### src/source/irf_pkg.sv
// ==========================================================================
// irf package
// shared widths, opcodes, trap kinds and bus structs for the windowed
// integer register file of the two-thread core
// ==========================================================================

package irf_pkg;

  // geometry
  localparam int NUM_THREADS = 2;
  localparam int NUM_REGS    = 8;
  localparam int NUM_WINDOWS = 8;

  // word layout, parity bits sit above the data
  localparam int DATA_W = 64;
  localparam int PAR_W  = 8;
  localparam int WORD_W = DATA_W + PAR_W;

  // index widths
  localparam int REG_IDX_W = 3;
  localparam int CWP_W     = 3;
  // window store address, thread in the msb
  localparam int SLOT_W    = 4;

  // request opcodes
  typedef enum logic [1:0] {
    OP_NOP     = 2'd0,
    OP_WRITE   = 2'd1,
    OP_SAVE    = 2'd2,
    OP_RESTORE = 2'd3
  } irf_op_e;

  // refused save gives overflow, refused restore gives underflow
  typedef enum logic {
    TRAP_OVERFLOW  = 1'b0,
    TRAP_UNDERFLOW = 1'b1
  } irf_trap_e;

  // one request per cycle, valid when op is not nop
  typedef struct packed {
    irf_op_e               op;
    logic                  thread;
    logic [REG_IDX_W-1:0]  reg_idx;
    logic [DATA_W-1:0]     wr_data;
  } irf_req_t;

  // parallel save/restore strobe to every cell
  typedef struct packed {
    logic              save;
    logic              restore;
    logic [SLOT_W-1:0] slot;
  } irf_win_cmd_t;

  typedef struct packed {
    logic      valid;
    irf_trap_e kind;
    logic      thread;
  } irf_trap_t;

  typedef struct packed {
    logic              valid;
    logic [WORD_W-1:0] data;
  } irf_rd_t;

endpackage
### src/source/irf_rd_path.sv
// ==========================================================================
// irf read path
// selects one of the eight cell words and registers it with a valid
// ==========================================================================

`timescale 1ns/10ps

module irf_rd_path (
  input  logic                                                 clk,
  input  logic                                                 reset_l,
  input  logic                                                 rd_en,
  input  logic [irf_pkg::REG_IDX_W-1:0]                        rd_idx,
  input  logic [irf_pkg::NUM_REGS-1:0][irf_pkg::WORD_W-1:0]    cell_data,
  output irf_pkg::irf_rd_t                                     rd
);

  logic                       rd_valid_q;
  logic [irf_pkg::WORD_W-1:0] rd_data_q;

  // valid follows rd_en by one cycle
  always_ff @(posedge clk) begin
    if (!reset_l) begin
      rd_valid_q <= 1'b0;
    end else begin
      rd_valid_q <= rd_en;
    end
  end

  // cell words already reflect rd_thread, pre-update value is captured
  always_ff @(posedge clk) begin
    if (rd_en) begin
      rd_data_q <= cell_data[rd_idx];
    end
  end

  assign rd.valid = rd_valid_q;
  assign rd.data  = rd_data_q;

endmodule

### config.mk
export PLATFORM = sky130hd
export DESIGN_NAME = irf_rd_path
export DESIGN_NICKNAME = d
export VERILOG_FILES = /design/src/source/irf_pkg.sv /design/src/source/irf_rd_path.sv
export SDC_FILE = /design/constraint.sdc
export NUM_CORES = 1
export LEC_CHECK = 0
export BUFFER_PORTS_ARGS = -buffer_cell sky130_fd_sc_hd__buf_2
export CORE_AREA = 2 2 257 259
export CTS_BUF_LIST = sky130_fd_sc_hd__clkbuf_4
export CTS_CLUSTER_SIZE = 20
export DETAILED_ROUTE_END_ITERATION = 6
export DIE_AREA = 0 0 259 261
export MAX_ROUTING_LAYER = met4
export SLEW_MARGIN = 20
export SYNTH_ARGS = -nofsm -noshare
export SYNTH_HDL_FRONTEND = slang
export SYNTH_SLANG_ARGS = --single-unit
### constraint.sdc
create_clock -name clk -period 2.4 [get_ports clk]
set_input_delay 0.24 -clock clk [delete_from_list [all_inputs] [get_ports clk]]
set_output_delay 0.24 -clock clk [all_outputs]
set_load 0.05 [all_outputs]
* Yosys cells after proc, flatten, opt, wreduce, memory -nomap -nowiden *
Index checks and enable logic that the tools add are counted.

word-level totals
  ROM bits = 0
  bits in registers = 73
  memory bits (writable) = 0
  input port bits = 582
  logic and storage cells = 5
  output and inout port bits = 73
  memories kept = 0
  bits in latches = 0

cells by class
  order comparisons = 1
  divide/modulo/power cells = 0
  $add $sub $neg = 0
  $mul = 0
  equality and inequality tests = 0
  shifts and indexed selects = 0
  bitwise gates (word level) = 0
  reduce and logical (&&, ||, !) cells = 0
  muxes and demuxes = 2

operators with widths
  cell                  number
  $bmux W72 S3          1
  $mux W72              1
  $lt A3 B4 Y1 const B  1

* Logic depth before layout (Yosys ltp) *
  depth in word-level cells = 2
  gate-level depth with buffers = 5
  mapped depth without buffers = 2

* Worst setup path before layout *
Ideal clock, no wire load.

  kind = in2reg
  from = input rd_idx[0] in the netlist's numbering
  to = register rd_data_q[41] in the netlist's numbering (data pin)
  buffers on the path = 2
  stages on the path = 4
  required time = 2.140 ns
  slack = 0.726 ns
  data arrival time = 1.414 ns
  setup time = 0.260 ns
  cells stage by stage = buf_6 -> buf_2 -> mux4_2 -> mux2_4

between the ends
  word-level cells in the longest chain between the ends = 2

RTL lines
  element                         RTL line           text
  start: declaration              irf_rd_path.sv:12  input logic [irf_pkg::REG_IDX_W-1:0] rd_idx,
  $bmux W72 S3                    irf_rd_path.sv:32  rd_data_q <= cell_data[rd_idx];
  $mux W72 (not written as such)  irf_rd_path.sv:32
  end signal: assignment          irf_rd_path.sv:32
  end: declaration                irf_rd_path.sv:18  logic [irf_pkg::WORD_W-1:0] rd_data_q;

No other way between the ends. The select of a mux whose other input is x is not followed.
A chain may end at the register's enable or synchronous reset.

* Worst setup path in the final report *
  from = register rd_data_q[33] in the netlist's numbering
  to = output rd[33] in the netlist's numbering

RTL lines
  element           RTL line           text
  end: declaration  irf_rd_path.sv:14  output irf_pkg::irf_rd_t rd

No word-level cell between the ends.

==> reports/results.txt <==
status = finished clean
Iteration-0 DRC Markers = 435
adder-cell area share of the yosys netlist = 0
Die ar. = 67600 um2
Setup violations, final = 0
sequential area share after synthesis = 0.322
Post-Syn Area = 6770 um2
fmax = 642 MHz
placer congestion estimate = 0.900
CTS Hold Buffers Added = 1
fraction of layout cells with a size suffix above 1 = 0.922
Root Buffer = clkbuf_4
yosys warns = 0
HP Start = rd_en
DIE WIDTH = 259 um
cell count along the critical path = 1
Syn Area/Cell = 20.4 um2
CP Max Fanout = 1
PortBufs = 654
most common cell after layout, fill and taps aside = buf_2
height of the die = 261 um
total track usage = 0.113
Mapped Cells = 331
arrival time worst endpoint = 1.32 ns
core box area = 65000 um2
detailed-route wire length per cell = 21.0 um
post-synthesis mux area share = 0.632
slowest cell on the critical path = edfxtp_1
Hold WC Path Type = in2reg
H-tree depth = 3
FP Rows = 94
gr ovfl total = 0
Pwr Total = 4.88 mW
Critical Path, Cell by Cell = buf_2
Post-DRT Antenna Nets = 0
postcts setup bufs = 0
most frequent cells in the layout = buf_2, mux4_2, edfxtp_1
Req. time, crit path = 2.16 ns
setup TNS = 0 ns
final hold viol count = 0
largest net degree at the start of global routing = 66
Buf/Inv on CP = 1
Slew headroom = 0.628
main combinational cell family by area after synthesis = multiplexers
CTS Sinks = 73
TritonCTS clock tree = done
first-pass GRT wire length = 51100 um
CP peak stage delay = 0.45 ns
fin nets = 1570
Cell Pwr Density = 429 nW/um2
RSZ-0062 raised after global routing = no
Netlist cell types = 12
Worst Setup End Kind = output pin
hold depth = 1
FILL cells = 7183
synthesis-stage register bit count = 73
worst hold endpoint = rd_data_q[29]$_DFFE_PP_
Via Count = 6745
total of max-cap violations = 0
vias in the first global route = 7184
Worst setup SP type = register
Pins Over Slew Limit = 0
DRC viols = 0
simple-gate share of the synthesized area = 0.000924
xor/xnor share of the synthesized area = 0
Resize count post-CTS = 0
WL final = 39300 um
initial antenna violation count = 26
syn_nets = 913
io pins = 655
clock buffer depth = 2
Tmin final = 1.56 ns
Worst VDD drop = 240 uV
fin crit share = 0.649
DRT Pass-1 Iters = 4
via/cell ratio = 3.61
DPL Wire Length = 34400 um
CTS Buf Count = 9
worst setup path class = reg2out
Top delay family on crit path = flip-flops
Initial Utilization = 0.104
Worst-path clk slew = 0.16 ns
post-synthesis compound-gate area fraction = 0
Lkg Pwr = 5.03 nW
Slew @ Worst Pin = 0.558 ns
Area Growth Syn to Fin = 68.1%
-- cells by family after synthesis --
family	count (synthesis)
mux	216
flops	73
buf+inv	41
simple gates	1
-- routing by layer --
metal | track usage | wire length (um) | vias to the layer above
li1 | - | - | 2865
met1 | 0.125 | 15200 | 3309
met2 | 0.189 | 19100 | 507
met3 | 0.0300 | 3310 | 64
met4 | 0.0517 | 1550 | 0
met5 | - | 0 | -
-- synthesized netlist by cell type --
cell type,count,share of area
mux4_2,144,0.48
edfxtp_1,72,0.32
mux2_4,60,0.13
buf_2,17,0.013
mux2_2,12,0.020
clkbuf_1,10,0.0055
buf_12,7,0.021
buf_1,5,0.0028
and2_1,1,0.00092
buf_4,1,0.0011
buf_6,1,0.0017
dfxtp_1,1,0.0030
-- state kept, by name, indices dropped and copies added (netlist names) --
register,flops
rd_data_q,72
rd_valid_q,1
-- stage by stage --
step / cells / cell area (um2) / setup WS (ns) / hold WS, ns / utilization
2_1_floorplan: 331 / 6770 / 0.726 / 0.352 / -
3_3_place_gp: 1840 / 11200 / 0.330 / 0.467 / 0.172
3_5_place_dp: 1840 / 11200 / 0.322 / 0.473 / 0.172
4_1_cts: 1857 / 11300 / 0.675 / 0.0544 / 0.174
5_1_grt: 1870 / 11400 / 0.714 / 0.0906 / 0.175
6_report: 1870 / 11400 / 0.843 / 0.174 / 0.175
-- final cells by class --
cell class	count	area, um2	area share
tap	864	1080	0.0950
timing repair buffer	687	3640	0.320
antenna	13	32.5	0.00286
clock inverter	7	85.1	0.00748
multi-input combinational	217	4290	0.377
sequential	73	2180	0.192
clock buffer	9	67.6	0.00594
-- where the power goes --
part           total, mW  internal [mW]  switching (mW)
combinational       2.21           1.06            1.15
clock               1.03          0.411           0.616
sequential          1.65           1.59          0.0591
-- how the worst max path moves through the flow --
stage,startpoint,to,slack (ns)
6_report,rd_data_q[33]$_DFFE_PP_,rd[33],0.84
5_1_grt,rd_data_q[70]$_DFFE_PP_,rd[70],0.71
4_1_cts,rd_data_q[70]$_DFFE_PP_,rd[70],0.68
3_5_place_dp,rd_idx[0],rd_data_q[33]$_DFFE_PP_,0.32
3_3_place_gp,rd_idx[0],rd_data_q[33]$_DFFE_PP_,0.33
2_1_floorplan,rd_idx[0],rd_data_q[41]$_DFFE_PP_,0.73
(Power assumes the default switching activity.)
