### config.mk
export PLATFORM = sky130hd
export DESIGN_NAME = irf_wr_path
export DESIGN_NICKNAME = d
export VERILOG_FILES = /design/src/source/irf_pkg.sv /design/src/source/irf_wr_path.sv
export SDC_FILE = /design/constraint.sdc
export NUM_CORES = 1
export LEC_CHECK = 0
export ABC_AREA = 1
export BUFFER_PORTS_ARGS = -buffer_cell sky130_fd_sc_hd__buf_4
export CAP_MARGIN = 20
export CORE_MARGIN = 2
export CORE_UTILIZATION = 35
export DETAILED_ROUTE_END_ITERATION = 8
export PLACE_DENSITY_LB_ADDON = 0.2
export SYNTH_ARGS = -nofsm -noshare
export SYNTH_HDL_FRONTEND = slang
export SYNTH_SLANG_ARGS = --single-unit
### constraint.sdc
create_clock -name vclk -period 0.8
set_input_delay 0.04 -clock vclk [all_inputs]
set_output_delay 0.04 -clock vclk [all_outputs]
set_load 0.02 [all_outputs]
### src/source/irf_pkg.sv
// ==========================================================================
// irf package
// shared widths, opcodes, trap kinds and bus structs for the windowed
// integer register file of the two-thread core
// ==========================================================================

package irf_pkg;

  // geometry
  localparam int NUM_THREADS = 2;
  localparam int NUM_REGS    = 8;
  localparam int NUM_WINDOWS = 8;

  // word layout, parity bits sit above the data
  localparam int DATA_W = 64;
  localparam int PAR_W  = 8;
  localparam int WORD_W = DATA_W + PAR_W;

  // index widths
  localparam int REG_IDX_W = 3;
  localparam int CWP_W     = 3;
  // window store address, thread in the msb
  localparam int SLOT_W    = 4;

  // request opcodes
  typedef enum logic [1:0] {
    OP_NOP     = 2'd0,
    OP_WRITE   = 2'd1,
    OP_SAVE    = 2'd2,
    OP_RESTORE = 2'd3
  } irf_op_e;

  // refused save gives overflow, refused restore gives underflow
  typedef enum logic {
    TRAP_OVERFLOW  = 1'b0,
    TRAP_UNDERFLOW = 1'b1
  } irf_trap_e;

  // one request per cycle, valid when op is not nop
  typedef struct packed {
    irf_op_e               op;
    logic                  thread;
    logic [REG_IDX_W-1:0]  reg_idx;
    logic [DATA_W-1:0]     wr_data;
  } irf_req_t;

  // parallel save/restore strobe to every cell
  typedef struct packed {
    logic              save;
    logic              restore;
    logic [SLOT_W-1:0] slot;
  } irf_win_cmd_t;

  typedef struct packed {
    logic      valid;
    irf_trap_e kind;
    logic      thread;
  } irf_trap_t;

  typedef struct packed {
    logic              valid;
    logic [WORD_W-1:0] data;
  } irf_rd_t;

endpackage
### src/source/irf_wr_path.sv
// ==========================================================================
// irf write path
// adds even byte parity above the write data and decodes the one-hot
// write enable over thread and register index
// ==========================================================================

`timescale 1ns/10ps

module irf_wr_path (
  input  irf_pkg::irf_req_t                                     req,
  output logic [irf_pkg::WORD_W-1:0]                            wr_word,
  output logic [irf_pkg::NUM_THREADS*irf_pkg::NUM_REGS-1:0]     wr_en
);

  logic [irf_pkg::PAR_W-1:0] par;

  // check bit i covers data byte i
  always_comb begin
    for (int i = 0; i < irf_pkg::PAR_W; i++) begin
      par[i] = ^req.wr_data[i*8 +: 8];
    end
  end

  // parity bits land in word bits 64 and up
  assign wr_word = {par, req.wr_data};

  // enable index is thread*8 + reg_idx, only for plain writes
  always_comb begin
    wr_en = '0;
    if (req.op == irf_pkg::OP_WRITE) begin
      wr_en[{req.thread, req.reg_idx}] = 1'b1;
    end
  end

endmodule

-- Word-level counts from Yosys, hierarchy flattened
Index checks and enable logic that the tools add are counted.
- register bits after elaboration: 0
- bits in latches: 0
- memory bits (writable): 0
- bits in read-only memories: 0
- input bits: 70
- output and inout bits: 88
- logic and storage cells: 15
- memories kept: 0
- add/subtract/negate cells: 0
- $mul: 0
- divide/modulo/power cells: 0
- $lt $le $gt $ge: 2
- equal/unequal tests: 1
- shift operators: 0
- muxes and demuxes: 3
- bitwise logic cells: 0
- reduce and logical (&&, ||, !) cells: 9
- operator list (cell ; number):
    $reduce_xor A8 Y1 ; 8
    $mux W16 ; 1
    $lt A4 B5 Y1 const B ; 1
    $demux W1 S4 ; 1
    $ge A4 B1 Y1 const B ; 1
    $eq A2 B1 Y1 const B ; 1
    $logic_and A1 B1 Y1 ; 1
    $mux W1 ; 1

-- Longest topological paths before layout
Gate-level depths: netlist of the first run.
- word-level depth: 5
- gate-level depth with buffers: 7
- depth with buffers taken out: 7

-- Worst setup path after synthesis of the first run
OpenSTA, ideal clock, no wires.
- kind: input -> output
- from: input req[68] in the netlist's numbering
- to: output wr_en[0] in the netlist's numbering
- arrival time: 0.705 ns
- required time: 0.760 ns
- path slack: 0.055 ns
- stages on the path: 4
- path buffers: 0
- cell sequence: inv_1 nor2_4 inv_2 nor3_1
- cells in the longest elaborated chain, start to end: 2
- RTL lines (element ; line ; text):
    start: declaration ; irf_wr_path.sv:10 ; input irf_pkg::irf_req_t req,
    $eq A2 B1 Y1 ; irf_wr_path.sv:30 ; if (req.op == irf_pkg::OP_WRITE) begin
    $mux W16 ; irf_wr_path.sv:30 ;
    end: declaration ; irf_wr_path.sv:12 ; output logic [irf_pkg::NUM_THREADS*irf_pkg::NUM_REGS-1:0] wr_en
No other way between the ends.

-- Worst setup path after layout of the first run
- from: input req[65] in the netlist's numbering
- to: output wr_en[5] in the netlist's numbering
- cells in the longest elaborated chain, start to end: 5
- elaborated cells between the ends (all ways): 6
- those cells by class: 2 x order compare; 3 x mux; 1 x reduce/logical
- RTL lines (element ; line ; text):
    $lt A4 B5 Y1 (implied by the code) or $ge A4 B1 Y1 (tied branches) ; irf_wr_path.sv:31 ; wr_en[{req.thread, req.reg_idx}] = 1'b1;
    $logic_and A1 B1 Y1 (implied by the code) ; irf_wr_path.sv:31 ;
    $mux W1 (implied by the code) ; irf_wr_path.sv:31 ;
    $demux W1 S4 (*) ; irf_wr_path.sv:31 ;
    $mux W16 (*) ; irf_wr_path.sv:30 ;
Mark *: on every way between the ends. The rest lies on a longest branch, timed or not.

==> impl_results.md, run 1 <==
- Status: completed
- Die area: ~6400 µm²
- Post-Syn Area: 2030 µm²
- CP Launch Type: input port
- CP max stage delay: 200 ps
- Slowest CP cell: nor3_1
- Drt wl/cell: 8.30 µm
- CP max FO: 4
- Final worst slack: 39.7 ps
- # clk buffers: 0
- Post-layout min period: 760 ps
- Placement Setup Slack: 38.4 ps
- Post-synth top cells: 318 x nand2_1, 69 x inv_1, 64 x buf_4
- Tightest Hold Check Type: in2out
- Drt pass-1 iters: 4
- Fin crit share: 95.0%
- Kind of critical path: in2out
- Starting Density: 36.6%
- Vias per inst: 4.26
- Multi-input gate area: 1430 µm²
- Most frequent cell after synthesis: nand2_1
- DRC errors left: 0
- Via Count: 2,715
- Synth Area per Inst: between 4 and 5 µm²
- Setup bufs post-CTS: 0
- Gr ovfl total: 0
- Yosys top cell area share: 58.9%
- Fillers: 593
- RSZ-0062 raised after global routing: yes
- Pin count of the biggest net entering global routing: 9
- CP most frequent cell: buf_4
- Final HPWL DP: 4610 µm
- WP data required: roughly 760 ps
- Seq/Total Area, Yosys: 0%
- Final nets: 637
- P_leak: between 2 and 2.5 nW
- Gate Count Post-Synth: 471
- Main area contributors after synthesis: nand2_1 59%, buf_4 24%, inv_1 13%
- Critical Path AT: 720 ps
- Global-route usage over all layers: 14.1%
- Final hold violation count: 0
- Ports: 158
- Vert. Die Dim: 80.1 µm
- Post-route antenna net violation count: 0
- Achievable frequency: 1.32 GHz
- Slew of the pin with the lowest slew margin: 185 ps
- Register area: 0 µm²
- Routed Wire Length: approximately 5300 µm
- Core area: 5540 µm²
- Antenna violations before repair: 0
- Max Slew Vio Count: 0
- Total Power: 0.00192 W
- Routability cong.: 0.698
- MaxCap Viol Count: 0
- Vias in the first global route: 2,127
- First-pass GRT wire length: 7910 µm
- FP Rows: 27
- Share of layout cells above drive strength 1: 47.3%
- Final setup viols: 0
- Port Buffer Count: 158
- Design area: 3040 µm²
- Area Growth Syn to Fin: 50.0%
- Initial DRC count: 63
- Crit-path cells: buf_4, inv_1, nand2_1, nor3_1, buf_4
- Worst slew margin: 87.6%
- Synth area leader: nand2_1
- Maximum VDD drop: 0.295 mV
- Area after DPL: around 2800 µm²
- CP Capture Type: output port
- Antenna Cells: 0
- Seq cells: 0
- Cell variety after synth: 8
- Pwr/cell area: around 630 nW/µm²
- Yosys warns: 0
- Syn nets: about 540
- Die W: 80.1 µm
-- power by group --
| group | internal (W) | total [W] | leakage, nW | switching [W] |
|---|---|---|---|---|
| Clock | 0 | 0 | 0 | 0 |
| Sequential | 0 | 0 | 0 | 0 |
| Combinational | 0.000844 | 0.00192 | 2.04 | 0.00108 |
| Total | 0.000844 | 0.00192 | 2.04 | 0.00108 |
-- timing repair --
| item | CTS | global route |
|---|---|---|
| setup endpoints to repair | 0 | 18 |
| hold buffers | 0 | 0 |
| gates resized for setup | 0 | 129 |
-- cell type report --
type | instances | area share [%]
multi-input cells | 337 | 46.9
repair buffers | 158 | 41.1
inverters | 70 | 9.05
well taps | 72 | 2.96
-- metrics by stage --
| step | setup TNS (ps) | hold WS (ps) | cells | util [%] |
|---|---|---|---|---|
| after floorplan | 0 | 193 | 471 | - |
| after global placement | 0 | 302 | 637 | 51.0 |
| after detailed placement | 0 | 305 | 637 | 51.0 |
| after CTS | 0 | 305 | 637 | 51.0 |
| after global routing | -117 | 298 | 637 | 54.9 |
| final | 0 | 290 | 637 | 54.9 |
-- critical path: cells and delay by family --
kind | cells | cell delay, ps
buffers and inverters | 3 | 350
AND/OR/NAND/NOR | 2 | 320
-- cells in the final DEF (no fill, tap or decap) --
cell     Yosys  layout
nand3_2      0       2
inv_2        1      53
nor3_2       0       5
buf_6        0      17
nand2_1    318     276
buf_4       64     141
nor2_4       1       1
inv_1       69      12
inv_4        0       5
nand2_2      0      42
nor2_2       0       1
nor2_1       8       7
nor3_1       8       3
-- layer usage --
metal  vias up  track usage [%]  wire [µm]
li1       1497                -          -
met1      1120             16.7       2160
met2        98             28.0       2610
met3         0             2.02        513
met4         0                0          0
met5         -                0          0
-- cell families after synthesis --
family                 synth area share (%)
and+or+nand+nor                        63.4
buffers and inverters                  36.6
-- path summary, 6_finish.rpt --
| kind | slack [ps] | cells after the start | from | to |
|---|---|---|---|---|
| min | 290 | 2 | req[40] | wr_word[40] |
| max | 40 | 5 | req[65] | wr_en[5] |
Note: power is estimated with default switching activity, not from simulation.
==> inputs of run 2 (changes only) <==
--- a/config.mk
+++ b/config.mk
@@ -5,12 +5,12 @@
 export SDC_FILE = /design/constraint.sdc
 export NUM_CORES = 1
 export LEC_CHECK = 0
-export ABC_AREA = 1
+export ABC_AREA = 0
 export BUFFER_PORTS_ARGS = -buffer_cell sky130_fd_sc_hd__buf_4
 export CAP_MARGIN = 20
-export CORE_MARGIN = 2
-export CORE_UTILIZATION = 35
+export CORE_AREA = 2 2 62 64
 export DETAILED_ROUTE_END_ITERATION = 8
+export DIE_AREA = 0 0 64 66
 export PLACE_DENSITY_LB_ADDON = 0.2
 export SYNTH_ARGS = -nofsm -noshare
 export SYNTH_HDL_FRONTEND = slang
==> constraint.sdc (replaced) <==
create_clock -name vclk -period 1
set_input_delay 0.05 -clock vclk [all_inputs]
set_output_delay 0.05 -clock vclk [all_outputs]
set_load 0.02 [all_outputs]
==> impl_results.md, run 2 <==
- Vias in the first global route: 926 (-56%)
- Post-layout min period: 924 ps
- Share of layout cells above drive strength 1: 66.9% (+20 points)
- Drt wl/cell: 9.68 µm (+17%)
- CP Capture Type: output port
- Clk network pwr share: 0% (unchanged)
- Post-route antenna net violation count: 0 (unchanged)
- Kind of critical path: in2out
- Area after DPL: 1850 µm² (-34%)
- Area Growth Syn to Fin: 71.3%
- Largest family of logic cells by synthesized area: XOR/XNOR gates
- Post-cts sizing count: 0 (unchanged)
- Maximum VDD drop: 0.485 mV (+64%)
- Setup TNS: 0 ps (unchanged)
- Gate Count Post-Synth: 145 (-69%)
- Yosys top cell area share: 44.2% (-15 points)
- Die W: 64 µm (-20%)
- Seq cells: 0 (unchanged)
- Final setup viols: 0 (unchanged)
- Internal: 0.000754 W (-11%)
- FP Rows: 22 (-19%)
- Simple-Gate Fraction of Synth Area: 10.7% (-53 points)
- Yosys warns: 0 (unchanged)
- Setup bufs post-CTS: 0 (unchanged)
- Initial DRC count: 12 (-81%)
- Antenna Cells: 0 (unchanged)
- Hold buffers post-CTS: 0 (unchanged)
- CP max FO: 4 (unchanged)
- P_leak: 0.941 nW (-54%)
- Starting Density: 30.6% (-6.0 points)
- Synth area leader: buf_4
- WP data required: 950 ps (+190 ps)
- Cell variety after synth: 10 (+2)
- Most frequent cell after synthesis: buf_4
- Worst slew margin: 87.1% (-0.50 points)
- CP Launch Type: input port
- Antenna violations before repair: 0 (unchanged)
- Global-route usage over all layers: 10.9% (-3.2 points)
- Final hold violation count: 0 (unchanged)
- Pin count of the biggest net entering global routing: 8 (-1)
- Post-synth top cells: 64 x buf_4, 48 x xnor2_1, 13 x nor2_1
- Routed Wire Length: 2780 µm (-47%)
- Vert. Die Dim: 66 µm (-18%)
- Ports: 158 (unchanged)
- Synth Area in Adders: 0% (unchanged)
- Via Count: 1,113 (-59%)
- Design area: 1860 µm² (-39%)
- Most frequent cells in the layout: 158 x buf_4, 48 x xnor2_1, 13 x nor2_1, 8 x xor2_1
- Status: completed
- Leading cell type in the layout, fill and taps excluded: buf_4
- Port Buffer Count: 158 (unchanged)
- Achievable frequency: around 1.1 GHz
- Reg power frac: 0% (unchanged)
- Vias per inst: 3.88 (-9.0%)
- Slew of the pin with the lowest slew margin: 192 ps (+6.50 ps)
- Post-Syn Area: 1090 µm² (-46%)
- MaxCap Viol Count: 0 (unchanged)
- DRC errors left: 0 (unchanged)
- Die area: 4220 µm² (-34%)
- # clk buffers: 0 (unchanged)
- Switching share of power: 48.8% (-7.3 points)
- Worst hold slack: 314 ps (+24.4 ps)
- Syn nets: 215 (-60%)
- Final nets: 311 (-51%)
- Max Slew Vio Count: 0 (unchanged)
- Synth Area per Inst: 7.50 µm² (+74%)
- Register area: 0 µm² (unchanged)
- Post-synthesis mux area share: 0% (unchanged)
- Routability cong.: 0.743 (+6.3%)
- Combinational share of power: 100.0% (about the same)
- Placement Setup Slack: 71.8 ps (+33.4 ps)
- Seq/Total Area, Yosys: 0% (unchanged)
- Main area contributors after synthesis: buf_4 44%, xnor2_1 39%, xor2_1 6.4%
- Fin crit share: between 90% and 100%
- First-pass GRT wire length: 3910 µm (-51%)
- Tightest Hold Check Type: in2out
- Pwr/cell area: 790 nW/µm² (+25%)
- Core area: 3550 µm² (-36%)
- Drt pass-1 iters: 4 (unchanged)
- Share of the synthesized netlist area taken by xor and xnor gates: 45.1% (+45 points)
- Psw: 0.000717 W (-33%)
- Final Util: 52.5% (-2.5 points)
- Gr ovfl total: 0 (unchanged)
- Synth Area in Compound Gates: 0% (unchanged)
- RSZ-0062 raised after global routing: no
- Final worst slack: 75.5 ps (+35.9 ps)
- Final HPWL DP: 2620 µm (-43%)
- Critical Path AT: 870 ps (+150 ps)
## run 2: changes by cell type after synthesis, sizes merged
| cell | previous run | this run |
|---|---|---|
| inv | 70 | 0 |
| and2b | 0 | 1 |
| xor2 | 0 | 8 |
| nor3 | 8 | 4 |
| xnor2 | 0 | 48 |
| nand3b | 0 | 2 |
| nand2 | 318 | 2 |
| nor2 | 9 | 13 |
| nand2b | 0 | 2 |
| nand3 | 2 | 1 |
## run 2: final timing paths
kind	startpoint	cells after the start	to
max	req[69]	5	wr_en[12]
min	req[59]	2	wr_word[59]
## run 2: power groups by stage
stage,clock network [W],registers (W),logic (W)
final,0,0,0.00147
after floorplan,0,0,0.000949
after global placement,0,0,0.00149
after CTS,0,0,0.00149
after detailed placement,0,0,0.00149
after global routing,0,0,0.00157
## run 2: cell families after synthesis
kind of cell / Yosys count
XOR/XNOR: 56
buffers and inverters: 64
AND/OR/NAND/NOR: 25
## run 2: stage by stage
step,total power [W],cells
2_1_floorplan,0.000949,145
3_3_place_gp,0.00149,287
3_5_place_dp,0.00149,287
4_1_cts,0.00149,287
5_1_grt,0.00157,287
6_report,0.00147,287
## run 2: critical path: stages
cell	delay [ps]
buf_4	100
and2b_1	230
nand3_1	160
nor3_1	160
buf_4	170
## run 2: area by class of cell
| cell class | instances | area, µm² |
|---|---|---|
| fillers | 365 | 1690 |
| well taps | 48 | 60.1 |
| multi-input cells | 81 | 617 |
| repair buffers | 158 | 1190 |
## run 2: layer usage
metal	track usage (%)	routed length (µm)	up-vias
met5	0	0	-
met4	0.543	0	0
met3	3.07	383	0
met2	22.3	1570	77
met1	11.4	821	465
li1	-	-	571
