$ cat src/source/irf_pkg.sv
// ==========================================================================
// irf package
// shared widths, opcodes, trap kinds and bus structs for the windowed
// integer register file of the two-thread core
// ==========================================================================

package irf_pkg;

  // geometry
  localparam int NUM_THREADS = 2;
  localparam int NUM_REGS    = 8;
  localparam int NUM_WINDOWS = 8;

  // word layout, parity bits sit above the data
  localparam int DATA_W = 64;
  localparam int PAR_W  = 8;
  localparam int WORD_W = DATA_W + PAR_W;

  // index widths
  localparam int REG_IDX_W = 3;
  localparam int CWP_W     = 3;
  // window store address, thread in the msb
  localparam int SLOT_W    = 4;

  // request opcodes
  typedef enum logic [1:0] {
    OP_NOP     = 2'd0,
    OP_WRITE   = 2'd1,
    OP_SAVE    = 2'd2,
    OP_RESTORE = 2'd3
  } irf_op_e;

  // refused save gives overflow, refused restore gives underflow
  typedef enum logic {
    TRAP_OVERFLOW  = 1'b0,
    TRAP_UNDERFLOW = 1'b1
  } irf_trap_e;

  // one request per cycle, valid when op is not nop
  typedef struct packed {
    irf_op_e               op;
    logic                  thread;
    logic [REG_IDX_W-1:0]  reg_idx;
    logic [DATA_W-1:0]     wr_data;
  } irf_req_t;

  // parallel save/restore strobe to every cell
  typedef struct packed {
    logic              save;
    logic              restore;
    logic [SLOT_W-1:0] slot;
  } irf_win_cmd_t;

  typedef struct packed {
    logic      valid;
    irf_trap_e kind;
    logic      thread;
  } irf_trap_t;

  typedef struct packed {
    logic              valid;
    logic [WORD_W-1:0] data;
  } irf_rd_t;

endpackage
$ cat src/source/irf_window_ctl.sv
// ==========================================================================
// irf window controller
// tracks cwp, cansave and canrestore per thread, turns save/restore
// requests into strobes for the bank and registers a trap when refused
// ==========================================================================

`timescale 1ns/10ps

module irf_window_ctl (
  input  logic                  clk,
  input  logic                  reset_l,
  input  irf_pkg::irf_req_t     req,
  output irf_pkg::irf_win_cmd_t win_cmd,
  output irf_pkg::irf_trap_t    trap
);

  // per-thread window state
  logic [irf_pkg::CWP_W-1:0] cwp        [irf_pkg::NUM_THREADS];
  logic [irf_pkg::CWP_W-1:0] cansave    [irf_pkg::NUM_THREADS];
  logic [irf_pkg::CWP_W-1:0] canrestore [irf_pkg::NUM_THREADS];

  logic                      is_save;
  logic                      is_restore;
  logic                      save_ok;
  logic                      restore_ok;
  logic [irf_pkg::CWP_W-1:0] cur_cwp;
  logic [irf_pkg::CWP_W-1:0] slot_cwp;
  irf_pkg::irf_trap_t        trap_d;

  // decode of the request against the current counts
  always_comb begin
    cur_cwp    = cwp[req.thread];
    is_save    = (req.op == irf_pkg::OP_SAVE);
    is_restore = (req.op == irf_pkg::OP_RESTORE);
    save_ok    = is_save && (cansave[req.thread] != '0);
    restore_ok = is_restore && (canrestore[req.thread] != '0);
    // restore reads back the window below cwp, wraps mod 8
    slot_cwp   = restore_ok ? cur_cwp - 1'b1 : cur_cwp;
  end

  // strobes go out in the request cycle
  assign win_cmd.save    = save_ok;
  assign win_cmd.restore = restore_ok;
  assign win_cmd.slot    = {req.thread, slot_cwp};

  always_ff @(posedge clk) begin
    if (!reset_l) begin
      for (int t = 0; t < irf_pkg::NUM_THREADS; t++) begin
        cwp[t]        <= '0;
        cansave[t]    <= irf_pkg::CWP_W'(irf_pkg::NUM_WINDOWS - 1);
        canrestore[t] <= '0;
      end
    end else if (save_ok) begin
      cwp[req.thread]        <= cur_cwp + 1'b1;
      cansave[req.thread]    <= cansave[req.thread] - 1'b1;
      canrestore[req.thread] <= canrestore[req.thread] + 1'b1;
    end else if (restore_ok) begin
      cwp[req.thread]        <= cur_cwp - 1'b1;
      cansave[req.thread]    <= cansave[req.thread] + 1'b1;
      canrestore[req.thread] <= canrestore[req.thread] - 1'b1;
    end
  end

  // refused request, trap shows up one cycle later for one cycle
  always_comb begin
    trap_d.valid  = (is_save && !save_ok) || (is_restore && !restore_ok);
    trap_d.kind   = is_restore ? irf_pkg::TRAP_UNDERFLOW : irf_pkg::TRAP_OVERFLOW;
    trap_d.thread = req.thread;
  end

  always_ff @(posedge clk) begin
    if (!reset_l) begin
      trap <= '0;
    end else begin
      trap <= trap_d;
    end
  end

  // counts move in pairs, so their sum stays at windows minus one
  for (genvar t = 0; t < irf_pkg::NUM_THREADS; t++) begin : g_cnt_chk
    a_cnt_sum: assert property (@(posedge clk) disable iff (!reset_l)
      ({1'b0, cansave[t]} + {1'b0, canrestore[t]}) ==
        (irf_pkg::CWP_W + 1)'(irf_pkg::NUM_WINDOWS - 1))
      else $error("window counts out of balance on thread %0d", t);
  end

  // the bank would both store and load a slot otherwise
  a_one_cmd: assert property (@(posedge clk) disable iff (!reset_l)
    !(win_cmd.save && win_cmd.restore))
    else $error("save and restore strobed together");

endmodule

$ cat config.mk
export PLATFORM = sky130hd
export DESIGN_NAME = irf_window_ctl
export DESIGN_NICKNAME = d
export VERILOG_FILES = /design/src/source/irf_pkg.sv /design/src/source/irf_window_ctl.sv
export SDC_FILE = /design/constraint.sdc
export NUM_CORES = 1
export LEC_CHECK = 0
export CAP_MARGIN = 0
export CORE_MARGIN = 8
export CORE_UTILIZATION = 40
export DETAILED_ROUTE_END_ITERATION = 12
export DONT_BUFFER_PORTS = 1
export PLACE_DENSITY = 0.63
export SLEW_MARGIN = 20
export SYNTH_ARGS = -nofsm -noshare
export SYNTH_HDL_FRONTEND = slang
export SYNTH_SLANG_ARGS = --single-unit
export TNS_END_PERCENT = 50
$ cat constraint.sdc
create_clock -name clk -period 8.8 [get_ports clk]
set_clock_uncertainty 0.2 [all_clocks]
set_input_delay 2.64 -clock clk [delete_from_list [all_inputs] [get_ports clk]]
set_output_delay 2.64 -clock clk [all_outputs]
set_load 0.05 [all_outputs]
Yosys cells after proc, flatten, opt, wreduce, memory -nomap -nowiden --
Memories as Yosys holds them, arrays and structs flattened. Index checks and enable logic that the tools add are counted.
Cells by class: reductions and logical operators 12, add/sub/neg operators 6, bitwise logic cells 3, muxes and demuxes 22, equal/unequal tests 2
Operators with widths (number):
- $mux 3 | 7
- $mux 1 | 15
- $add 3x1->3 const B | 3
- $reduce_or 3->1 | 3
- $sub 3x1->3 const B | 3
- $reduce_bool 3->1 | 2
- $eq 2x2->1 const B | 2
- $logic_and 1x1->1 | 4
- $or 1x1->1 | 3
- $logic_not 1->1 | 2
- $logic_or 1x1->1 | 1
Word-level totals: bits in writable memories 18, register bits 3, memories kept 3
Memories:
- canrestore | words 2, bits a word 3, read ports 1, clocked after memory_dff 0, wr ports 2, RTL line irf_window_ctl.sv:20 | logic [irf_pkg::CWP_W-1:0] canrestore [irf_pkg::NUM_THREADS];
- cansave | words 2, bits a word 3, read ports 1, clocked after memory_dff 0, wr ports 2, RTL line irf_window_ctl.sv:19 | logic [irf_pkg::CWP_W-1:0] cansave [irf_pkg::NUM_THREADS];
- cwp | words 2, bits a word 3, read ports 1, clocked after memory_dff 0, wr ports 2, RTL line irf_window_ctl.sv:18 | logic [irf_pkg::CWP_W-1:0] cwp [irf_pkg::NUM_THREADS];

Depth between registers and ports, before layout --
Gate-level depths: netlist of the first run. An unclocked memory read counts as a cell.
depth after elaboration 10, depth in mapped cells 9

Worst setup path before layout of the first run --
No wires, ideal clock.
path kind input to output, from in req[67] (netlist bit), to out win_cmd[2] (netlist bit), buffers on the path 2, stages on the path 7, data arrival time 4.481 ns, setup slack 1.479 ns, cells stage by stage buf_6 > buf_2 > mux2_2 > inv_1 > ha_1 > nand2_1 > xnor2_1
RTL lines:
- from (decl) | RTL line irf_window_ctl.sv:12 | input irf_pkg::irf_req_t req,
- to (decl) | RTL line irf_window_ctl.sv:13 | output irf_pkg::irf_win_cmd_t win_cmd,

==> flow_summary_export.csv, run 1 <==
group,metric,value,unit
hold_path,hold_end,"cansave[1][2]$_SDFFCE_PN1P_",
pwr,pwr-share-comb,19.9,%
final_layout,diodes,0,
drt,drt-total-wl,2.37,mm
synth,syn_area,1300,um^2
setup_path,slowest_stage,"xnor2_1",
place,io_buffers,0,
place,dpl_cell_area,1310,um^2
synth,synthCells,115,
timing,timing.slew.headroom,25.6,%
setup_path,reg2reg_setup_slack,6.41,ns
setup_path,slowest_delay,0.89,ns
cts,cts_sinks,21,
setup_path,crit_buf_inv,1,
timing,setup_tns,0,ns
global_route,groute.usage.overall,9.76,%
pwr,ir_worst_vdd,46.9,uV
timing,fin_ws,1.73,ns
timing,final.min_clock_period,7.07,ns
timing,slew_violations,0,
hold_path,min_from,"cansave[1][2]$_SDFFCE_PN1P_",
final_layout,final_util,43.3,%
synth,synth_top_area_cell,"edfxtp_1",
global_route,grt_pass1_vias,844,
setup_path,startpoint,"req[67]",
final_layout,area_delta_synth_final,2.80,%
setup_path,critPathTopFamily,"XOR/XNOR gates",
place,dp_hpwl,1.79,mm
synth,seq_area_frac_synth,46.3,%
cts,clock_latency,0.30,ns
synth,synth_most_common_cell,"edfxtp_1",
global_route,grt-ovfl-total,0,
drt,vias,811,
cts,cts.path.max_buffers,2,
drt,ant_nets,0,
setup_path,crit_required,5.96,ns
drt,drc,0,
setup_path,cp_cell_sequence,"nor4_2 > nor3_2 > buf_4 > xnor2_1",
die,fp.dieH,73.0,um
hold_path,hold_class,"reg2reg",
pwr,p_sw_share,29.6,%
place,gp_congestion,0.780,
pwr,p_leak,0.000512,uW
die,die-area,5320,um^2
pwr,intPower,145,uW
synth,synth_edf_count,18,
cts,clkSlewWorstSetupHoldPaths,0.11,ns
die,die_x,73.0,um
setup_path,cp-end-kind,"output port",
synth,async_flop_share,0,%
pwr,power_density,155,nW/um^2
final_layout,stdcell_area,1330,um^2
timing,fmax,142,MHz
setup_path,start_kind,"primary input",
cts,postCtsHoldBufs,0,
global_route,grt_max_degree,21,
die,ios,81,
die,placementRows,20,
synth,yosysUniqueCellTypes,38,
drt,drt_iter0_drc,45,
setup_path,r2r-end,"cansave[1][2]$_SDFFCE_PN1P_",
synth,synthTopCellsByCount,"edfxtp_1 (18), nor2_1 (10), inv_1 (9), mux2i_1 (7), nand2_1 (6)",
timing,worst_pin_slew,1.08,ns
synth,synth_top_area_share,41.7,%
pwr,pwr-share-seq,57.6,%
setup_path,rr_worst_depth,8,
status,outcome,"finished clean",
die,initial_utilization,42.2,%
final_layout,drive_gt1_share,19.6,%
drt,wl_per_cell,15.2,um
cts,post_cts_buffers,0,
pwr,clockPowerShare,22.5,%
place,pre_cts_ws,1.72,ns
cts,cts_root_buffer,"clkbuf_4",
timing,setup_viol,0,
final_layout,num-nets-final,189,
drt,dr.pass1.iters,4,
cts,cts-resized-gates,0,
job,drv_cap,0,
synth,synth_seq_cells,21,
pwr,switching_power,61.1,uW
synth,syn-num-nets,191,
timing,rsz0062_at_grt,"no",
timing,report.final.hold_viol_count,0,
setup_path,critPathKind,"in2out",
cts,cts_buffers,3,
cts,cts_tree,"built",
setup_path,crit_fanout,20,
synth,syn_avg_cell_area,11.3,um^2
setup_path,critPathArrivalTime,4.23,ns
drt,viasPerCell,5.20,
global_route,antenna_found_initial,0,
setup_path,reg2reg_from,"canrestore[1][1]$_SDFFCE_PN0P_",
hold_path,holdPathStages,2,
synth,ys_top_cells_by_area,"edfxtp_1 (42%), mux2i_1 (5.4%), dfxtp_1 (4.6%), mux2_2 (4.3%), ha_1 (3.9%)",
synth,ys.flop_type,"edfxtp_1",
global_route,grt_pass1_wl,4.00,mm
synth,synth_warnings,0,
timing,timing.final.crit_share,80.3,%
die,core_area,3080,um^2
cts,htree_levels,1,
==> routing by layer <==
metal	global-route usage (%)	vias up	routed length, um
met2	15.6	10	1210
met5	0	-	0
met1	11.0	387	1000
met4	4.67	0	23
li1	-	412	-
met3	3.98	2	136
==> sequential cells by signal, summed over array words and instances (netlist names) <==
signal / flops
canrestore: 6
cansave: 6
cwp: 6
trap: 3
==> cells in the final DEF, fill, tap and decap left out, types with 2 or more instances in the layout <==
cell type  instances
xnor2_1            3
inv_1              9
clkbuf_4           3
or3_1              2
nor2_1            10
ha_1               4
nand2b_1           2
dfxtp_1            3
nor4_1             3
edfxtp_1          18
nand3_1            5
nand4_1            2
a31o_2             2
mux2i_1            7
a21oi_1            3
nand2_1            6
nor3_2             2
mux2_2             5
or2_1              2
nor3_1             2
or4_4              2
==> logic make-up (layout without fill, tap and decap cells) <==
kind of cell	Yosys count	after routing	synth area share (%)
XOR/XNOR	4	4	2.70
flip-flops	21	21	46.3
AND/OR/NAND/NOR	45	45	21.3
multiplexers	15	15	13.7
adder cells (fa/ha/maj)	4	4	3.86
buffers and inverters	17	14	7.43
AO/OA/AOI/OAI	9	9	4.73
==> tightest hold or removal path, cell delays in order (launching register included) <==
cell      delay (ns)
edfxtp_1        0.40
nor4_1          0.07
mux2i_1         0.12
==> layout make-up <==
class                           count  area (um^2)
Clock buffer                        4         26.3
Fill cell                         282         1740
Inverter                            9         33.8
Multi-Input combinational cell     77          611
Sequential cell                    21          601
Tap cell                           44         55.1
Timing Repair Buffer                1         7.51
==> metrics by stage <==
stage	hold slack (ns)	total power (uW)	cells
after detailed placement	0.475	163	152
after global placement	0.454	162	152
final	0.499	206	156
after global routing	0.538	216	156
after CTS	0.503	208	156
after floorplan	0.415	160	115
==> worst max path at each step <==
stage | end | slack, ns | depth (start not counted)
after floorplan | win_cmd[2] | 1.48 | 7
after global placement | win_cmd[0] | 1.72 | 4
after detailed placement | win_cmd[0] | 1.72 | 4
after CTS | win_cmd[0] | 1.72 | 4
after global routing | win_cmd[2] | 1.65 | 5
final | win_cmd[0] | 1.73 | 4
==> power by group through the flow <==
stage	clock [uW]	sequential [uW]	combinational (uW)
after floorplan	0	120	39.9
after global placement	0	121	40.6
after detailed placement	0	121	41.5
after CTS	47.5	119	41.6
after global routing	50.3	120	45.7
final	46.5	119	41.0
No activity file was read; power rests on OpenSTA's default activity.
==> run 2: changes to the inputs <==
--- a/config.mk
+++ b/config.mk
@@ -10,7 +10,7 @@
 export CORE_UTILIZATION = 40
 export DETAILED_ROUTE_END_ITERATION = 12
 export DONT_BUFFER_PORTS = 1
-export PLACE_DENSITY = 0.63
+export PLACE_DENSITY = 0.65
 export SLEW_MARGIN = 20
 export SYNTH_ARGS = -nofsm -noshare
 export SYNTH_HDL_FRONTEND = slang
==> constraint.sdc (replaced) <==
create_clock -name clk -period 6.1 [get_ports clk]
set_clock_uncertainty 0.2 [all_clocks]
set_input_delay 1.83 -clock clk [delete_from_list [all_inputs] [get_ports clk]]
set_output_delay 1.83 -clock clk [all_outputs]
set_load 0.05 [all_outputs]
==> flow_summary_export.csv, run 2 (synthesis gave the netlist of run 1 again) <==
group,metric,value,unit
cts,cts_root_buffer,"clkbuf_4",
timing,worst_pin_slew,0.864,ns
setup_path,crit_required,4.07,ns
timing,setup_viol,0,
place,pre_cts_ws,1.09,ns
final_layout,area_delta_synth_final,4.53,%
final_layout,num-nets-final,192,
drt,drt_iter0_drc,46,
timing,setup_tns,0,ns
cts,cts_sinks,21,
timing,timing.slew.headroom,42.1,%
final_layout,largestRegisters,"canrestore: 6 flops, cansave: 6 flops, cwp: 6 flops",
setup_path,critPathArrivalTime,2.96,ns
cts,postCtsHoldBufs,0,
hold_path,hold_class,"reg2reg",
cts,clock_latency,0.30,ns
timing,fmax,200,MHz
drt,ant_nets,0,
place,gp_congestion,0.818,
timing,report.final.hold_viol_count,0,
cts,cts-resized-gates,0,
setup_path,crit_fanout,20,
die,initial_utilization,42.2,%
die,ios,81,
global_route,grt_max_degree,21,
timing,slew_violations,0,
drt,viasPerCell,5.20,
final_layout,final_common_cell,"edfxtp_1",
setup_path,critPathKind,"in2out",
global_route,antenna_found_initial,0,
die,die-area,5320,um^2
drt,vias,827,
cts,post_cts_buffers,0,
drt,drt-total-wl,2.35,mm
pwr,p_leak,0.000527,uW
job,drv_cap,0,
cts,htree_levels,1,
drt,wl_per_cell,14.8,um
cts,cts_buffers,3,
pwr,ir_worst_vdd,64.6,uV
timing,timing.final.crit_share,81.8,%
final_layout,stdcell_count,159,
global_route,grt_pass1_wl,3.88,mm
setup_path,start_kind,"primary input",
die,core_area,3080,um^2
cts,clkSlewWorstSetupHoldPaths,0.11,ns
final_layout,final_util,44.1,%
drt,dr.pass1.iters,4,
pwr,power_density,222,nW/um^2
timing,final.min_clock_period,4.99,ns
setup_path,cp-end-kind,"output port",
drt,drc,0,
status,outcome,"finished clean",
global_route,grt-ovfl-total,0,
die,placementRows,20,
place,dp_hpwl,1.73,mm
die,die_x,73.0,um
final_layout,drive_gt1_share,21.7,%
cts,cts_tree,"built",
die,fp.dieH,73.0,um
timing,rsz0062_at_grt,"no",
final_layout,layout_common_cells,"edfxtp_1 (18), nor2_1 (10), inv_1 (9)",
timing,fin_ws,1.11,ns
final_layout,diodes,0,
place,io_buffers,0,
global_route,grt_pass1_vias,813,
place,dp_cells,155,
cts,cts.path.max_buffers,2,
global_route,groute.usage.overall,9.45,%
-- run 2: cell count changes in the layout (fill, tap and decap cells not counted), sizes merged --
cell / before / now
buf: 1 / 4
-- run 2: worst max-delay path: stages --
cell	delay (ns)
nor4_2	0.40
nor3_2	0.09
buf_4	0.22
nand2_1	0.10
xnor2_1	0.11
buf_4	0.21
-- run 2: worst paths after layout --
kind	from	endpoint	slack (ns)	depth (start not counted)
max	req[67]	win_cmd[2]	1.11	6
min	cansave[1][2]$_SDFFCE_PN1P_	cansave[1][2]$_SDFFCE_PN1P_	0.50	2
max reg2reg	canrestore[0][1]$_SDFFCE_PN0P_	cansave[0][2]$_SDFFCE_PN1P_	3.69	8
min reg2reg	cansave[1][2]$_SDFFCE_PN1P_	cansave[1][2]$_SDFFCE_PN1P_	0.50	2
-- run 2: power by group --
| group | internal [uW] | total, uW | leakage, uW | switching (uW) |
|---|---|---|---|---|
| sequential | 164 | 172 | 0.000196 | 7.08 |
| clock | 25.4 | 66.4 | 0.0000150 | 41.0 |
| combinational | 23.6 | 63.5 | 0.000316 | 40.0 |
-- run 2: final cells by class --
cell class,count,area [um^2]
Tap cell,44,55.1
Sequential cell,21,601
Multi-Input combinational cell,77,611
Clock buffer,4,26.3
Inverter,9,33.8
Timing Repair Buffer,4,30.0
Fill cell,292,1720
-- run 2: metal layers --
metal	GRT usage, %	wire [um]
met5	0	0
met4	5.33	32
met3	2.88	106
met2	14.8	1140
met1	11.1	1070
-- run 2: metrics by stage --
step / power (uW) / hold slack, ns / cell area [um^2]
after global routing: 317 / 0.546 / 1360
after global placement: 238 / 0.450 / 1330
final: 301 / 0.504 / 1360
after CTS: 305 / 0.511 / 1360
after floorplan: 231 / 0.415 / 1300
after detailed placement: 239 / 0.482 / 1330
==> run 3: changes to the inputs <==
--- a/config.mk
+++ b/config.mk
@@ -10,7 +10,7 @@
 export CORE_UTILIZATION = 40
 export DETAILED_ROUTE_END_ITERATION = 12
 export DONT_BUFFER_PORTS = 1
-export PLACE_DENSITY = 0.65
+export PLACE_DENSITY = 0.63
 export SLEW_MARGIN = 20
 export SYNTH_ARGS = -nofsm -noshare
 export SYNTH_HDL_FRONTEND = slang
==> constraint.sdc (replaced) <==
create_clock -name clk -period 4.6 [get_ports clk]
set_clock_uncertainty 0.2 [all_clocks]
set_input_delay 1.38 -clock clk [delete_from_list [all_inputs] [get_ports clk]]
set_output_delay 1.38 -clock clk [all_outputs]
set_load 0.05 [all_outputs]
==> flow_summary_export.csv, run 3 (synthesis gave the netlist of run 1 again) <==
group,metric,value,unit
die,initial_utilization,42.2,%
setup_path,crit_required,3.02,ns
cts,cts_sinks,21,
drt,ant_nets,0,
global_route,groute.usage.overall,9.50,%
die,core_area,3080,um^2
drt,viasPerCell,5.32,
timing,timing.final.crit_share,88.9,%
pwr,p_leak,0.000539,uW
timing,setup_viol,0,
setup_path,start_kind,"primary input",
drt,drc,0,
timing,final.min_clock_period,4.09,ns
setup_path,endpoint,"win_cmd[0]",
cts,cts_tree,"built",
global_route,grt_max_degree,21,
die,die-area,5320,um^2
global_route,grt_pass1_wl,3.81,mm
pwr,ir_worst_vdd,75.6,uV
final_layout,area_delta_synth_final,5.69,%
cts,clkSlewWorstSetupHoldPaths,0.11,ns
setup_path,reg2reg_setup_slack,2.21,ns
cts,post_cts_buffers,0,
place,gp_congestion,0.765,
setup_path,critPathKind,"in2out",
die,placementRows,20,
setup_path,critPathArrivalTime,2.51,ns
setup_path,reg2reg_from,"canrestore[1][1]$_SDFFCE_PN0P_",
cts,cts_root_buffer,"clkbuf_4",
drt,dr.pass1.iters,4,
die,fp.dieH,73.0,um
final_layout,num-nets-final,193,
timing,fmax,244,MHz
setup_path,startpoint,"req[67]",
global_route,grt_pass1_vias,817,
setup_path,cp-end-kind,"output port",
place,io_buffers,0,
final_layout,diodes,0,
die,die_x,73.0,um
final_layout,largestRegisters,"canrestore: 6 flops, cansave: 6 flops, cwp: 6 flops",
cts,postCtsHoldBufs,0,
setup_path,slowest_stage,"nor4_2",
drt,wl_per_cell,14.5,um
cts,cts-resized-gates,0,
status,outcome,"finished clean",
global_route,grt-ovfl-total,0,
hold_path,holdPathStages,2,
cts,htree_levels,1,
setup_path,cp_cell_sequence,"nor4_2 > nor3_2 > buf_4 > xnor2_1 > buf_4",
die,ios,81,
pwr,power_density,293,nW/um^2
final_layout,stdcell_area,1370,um^2
final_layout,layout_common_cells,"edfxtp_1 (18), nor2_1 (10), inv_1 (9)",
timing,setup_tns,0,ns
hold_path,hold_class,"reg2reg",
cts,clock_latency,0.30,ns
drt,vias,851,
setup_path,rr_worst_depth,8,
setup_path,slowest_delay,0.39,ns
timing,slew_violations,0,
drt,drt-total-wl,2.33,mm
cts,cts_buffers,3,
final_layout,final_common_cell,"edfxtp_1",
drt,drt_iter0_drc,66,
place,dp_hpwl,1.75,mm
final_layout,drive_gt1_share,23.3,%
timing,worst_pin_slew,0.478,ns
timing,timing.slew.headroom,68.1,%
timing,report.final.hold_viol_count,0,
global_route,antenna_found_initial,0,
job,drv_cap,0,
timing,rsz0062_at_grt,"no",
cts,cts.path.max_buffers,2,
setup_path,crit_fanout,20,
setup_path,r2r-end,"cansave[1][2]$_SDFFCE_PN1P_",
setup_path,critical_path.most_common_cell,"buf_4",
place,dpl_cell_area,1350,um^2
## run 3: how the worst min path moves through the flow
stage	startpoint	end	slack, ns
global placement	cansave[0][2]$_SDFFCE_PN1P_	cansave[0][2]$_SDFFCE_PN1P_	0.45
CTS	cansave[0][2]$_SDFFCE_PN1P_	cansave[0][2]$_SDFFCE_PN1P_	0.50
detailed placement	cansave[0][2]$_SDFFCE_PN1P_	cansave[0][2]$_SDFFCE_PN1P_	0.48
floorplan	cansave[0][2]$_SDFFCE_PN1P_	cansave[0][2]$_SDFFCE_PN1P_	0.41
finish	cansave[0][2]$_SDFFCE_PN1P_	cansave[0][2]$_SDFFCE_PN1P_	0.50
global route	cansave[0][2]$_SDFFCE_PN1P_	cansave[0][2]$_SDFFCE_PN1P_	0.53
## run 3: per-layer routing
layer | global-route usage (%) | share of wire (%)
met1 | 11.2 | 41
met2 | 15.4 | 50
met3 | 2.06 | 7.1
met4 | 5.56 | 1.5
met5 | 0 | 0
## run 3: final cells by class
type                            count  area [um^2]
Multi-Input combinational cell     77          618
Timing Repair Buffer                5         37.5
Inverter                            9         33.8
Tap cell                           44         55.1
Sequential cell                    21          601
Fill cell                         307         1710
Clock buffer                        4         26.3
## run 3: critical path: cells and delay by family
family | cells | cell delay, ns
simple gates | 2 | 0.52
buf+inv | 2 | 0.44
xor+xnor | 1 | 0.17
## run 3: power breakdown
part	internal, uW	switching (uW)
clock	33.8	53.5
sequential	218	9.47
combinational	32.6	54.1
## run 3: per-stage QoR
stage	instances	utilization [%]	hold WS, ns	setup WS [ns]	power (uW)
2_1_floorplan	115	-	0.415	-0.201	308
3_3_place_gp	156	43.7	0.451	0.527	317
3_5_place_dp	156	43.7	0.477	0.517	319
4_1_cts	160	44.6	0.504	0.501	403
5_1_grt	160	44.6	0.528	0.403	420
6_report	160	44.6	0.495	0.509	401
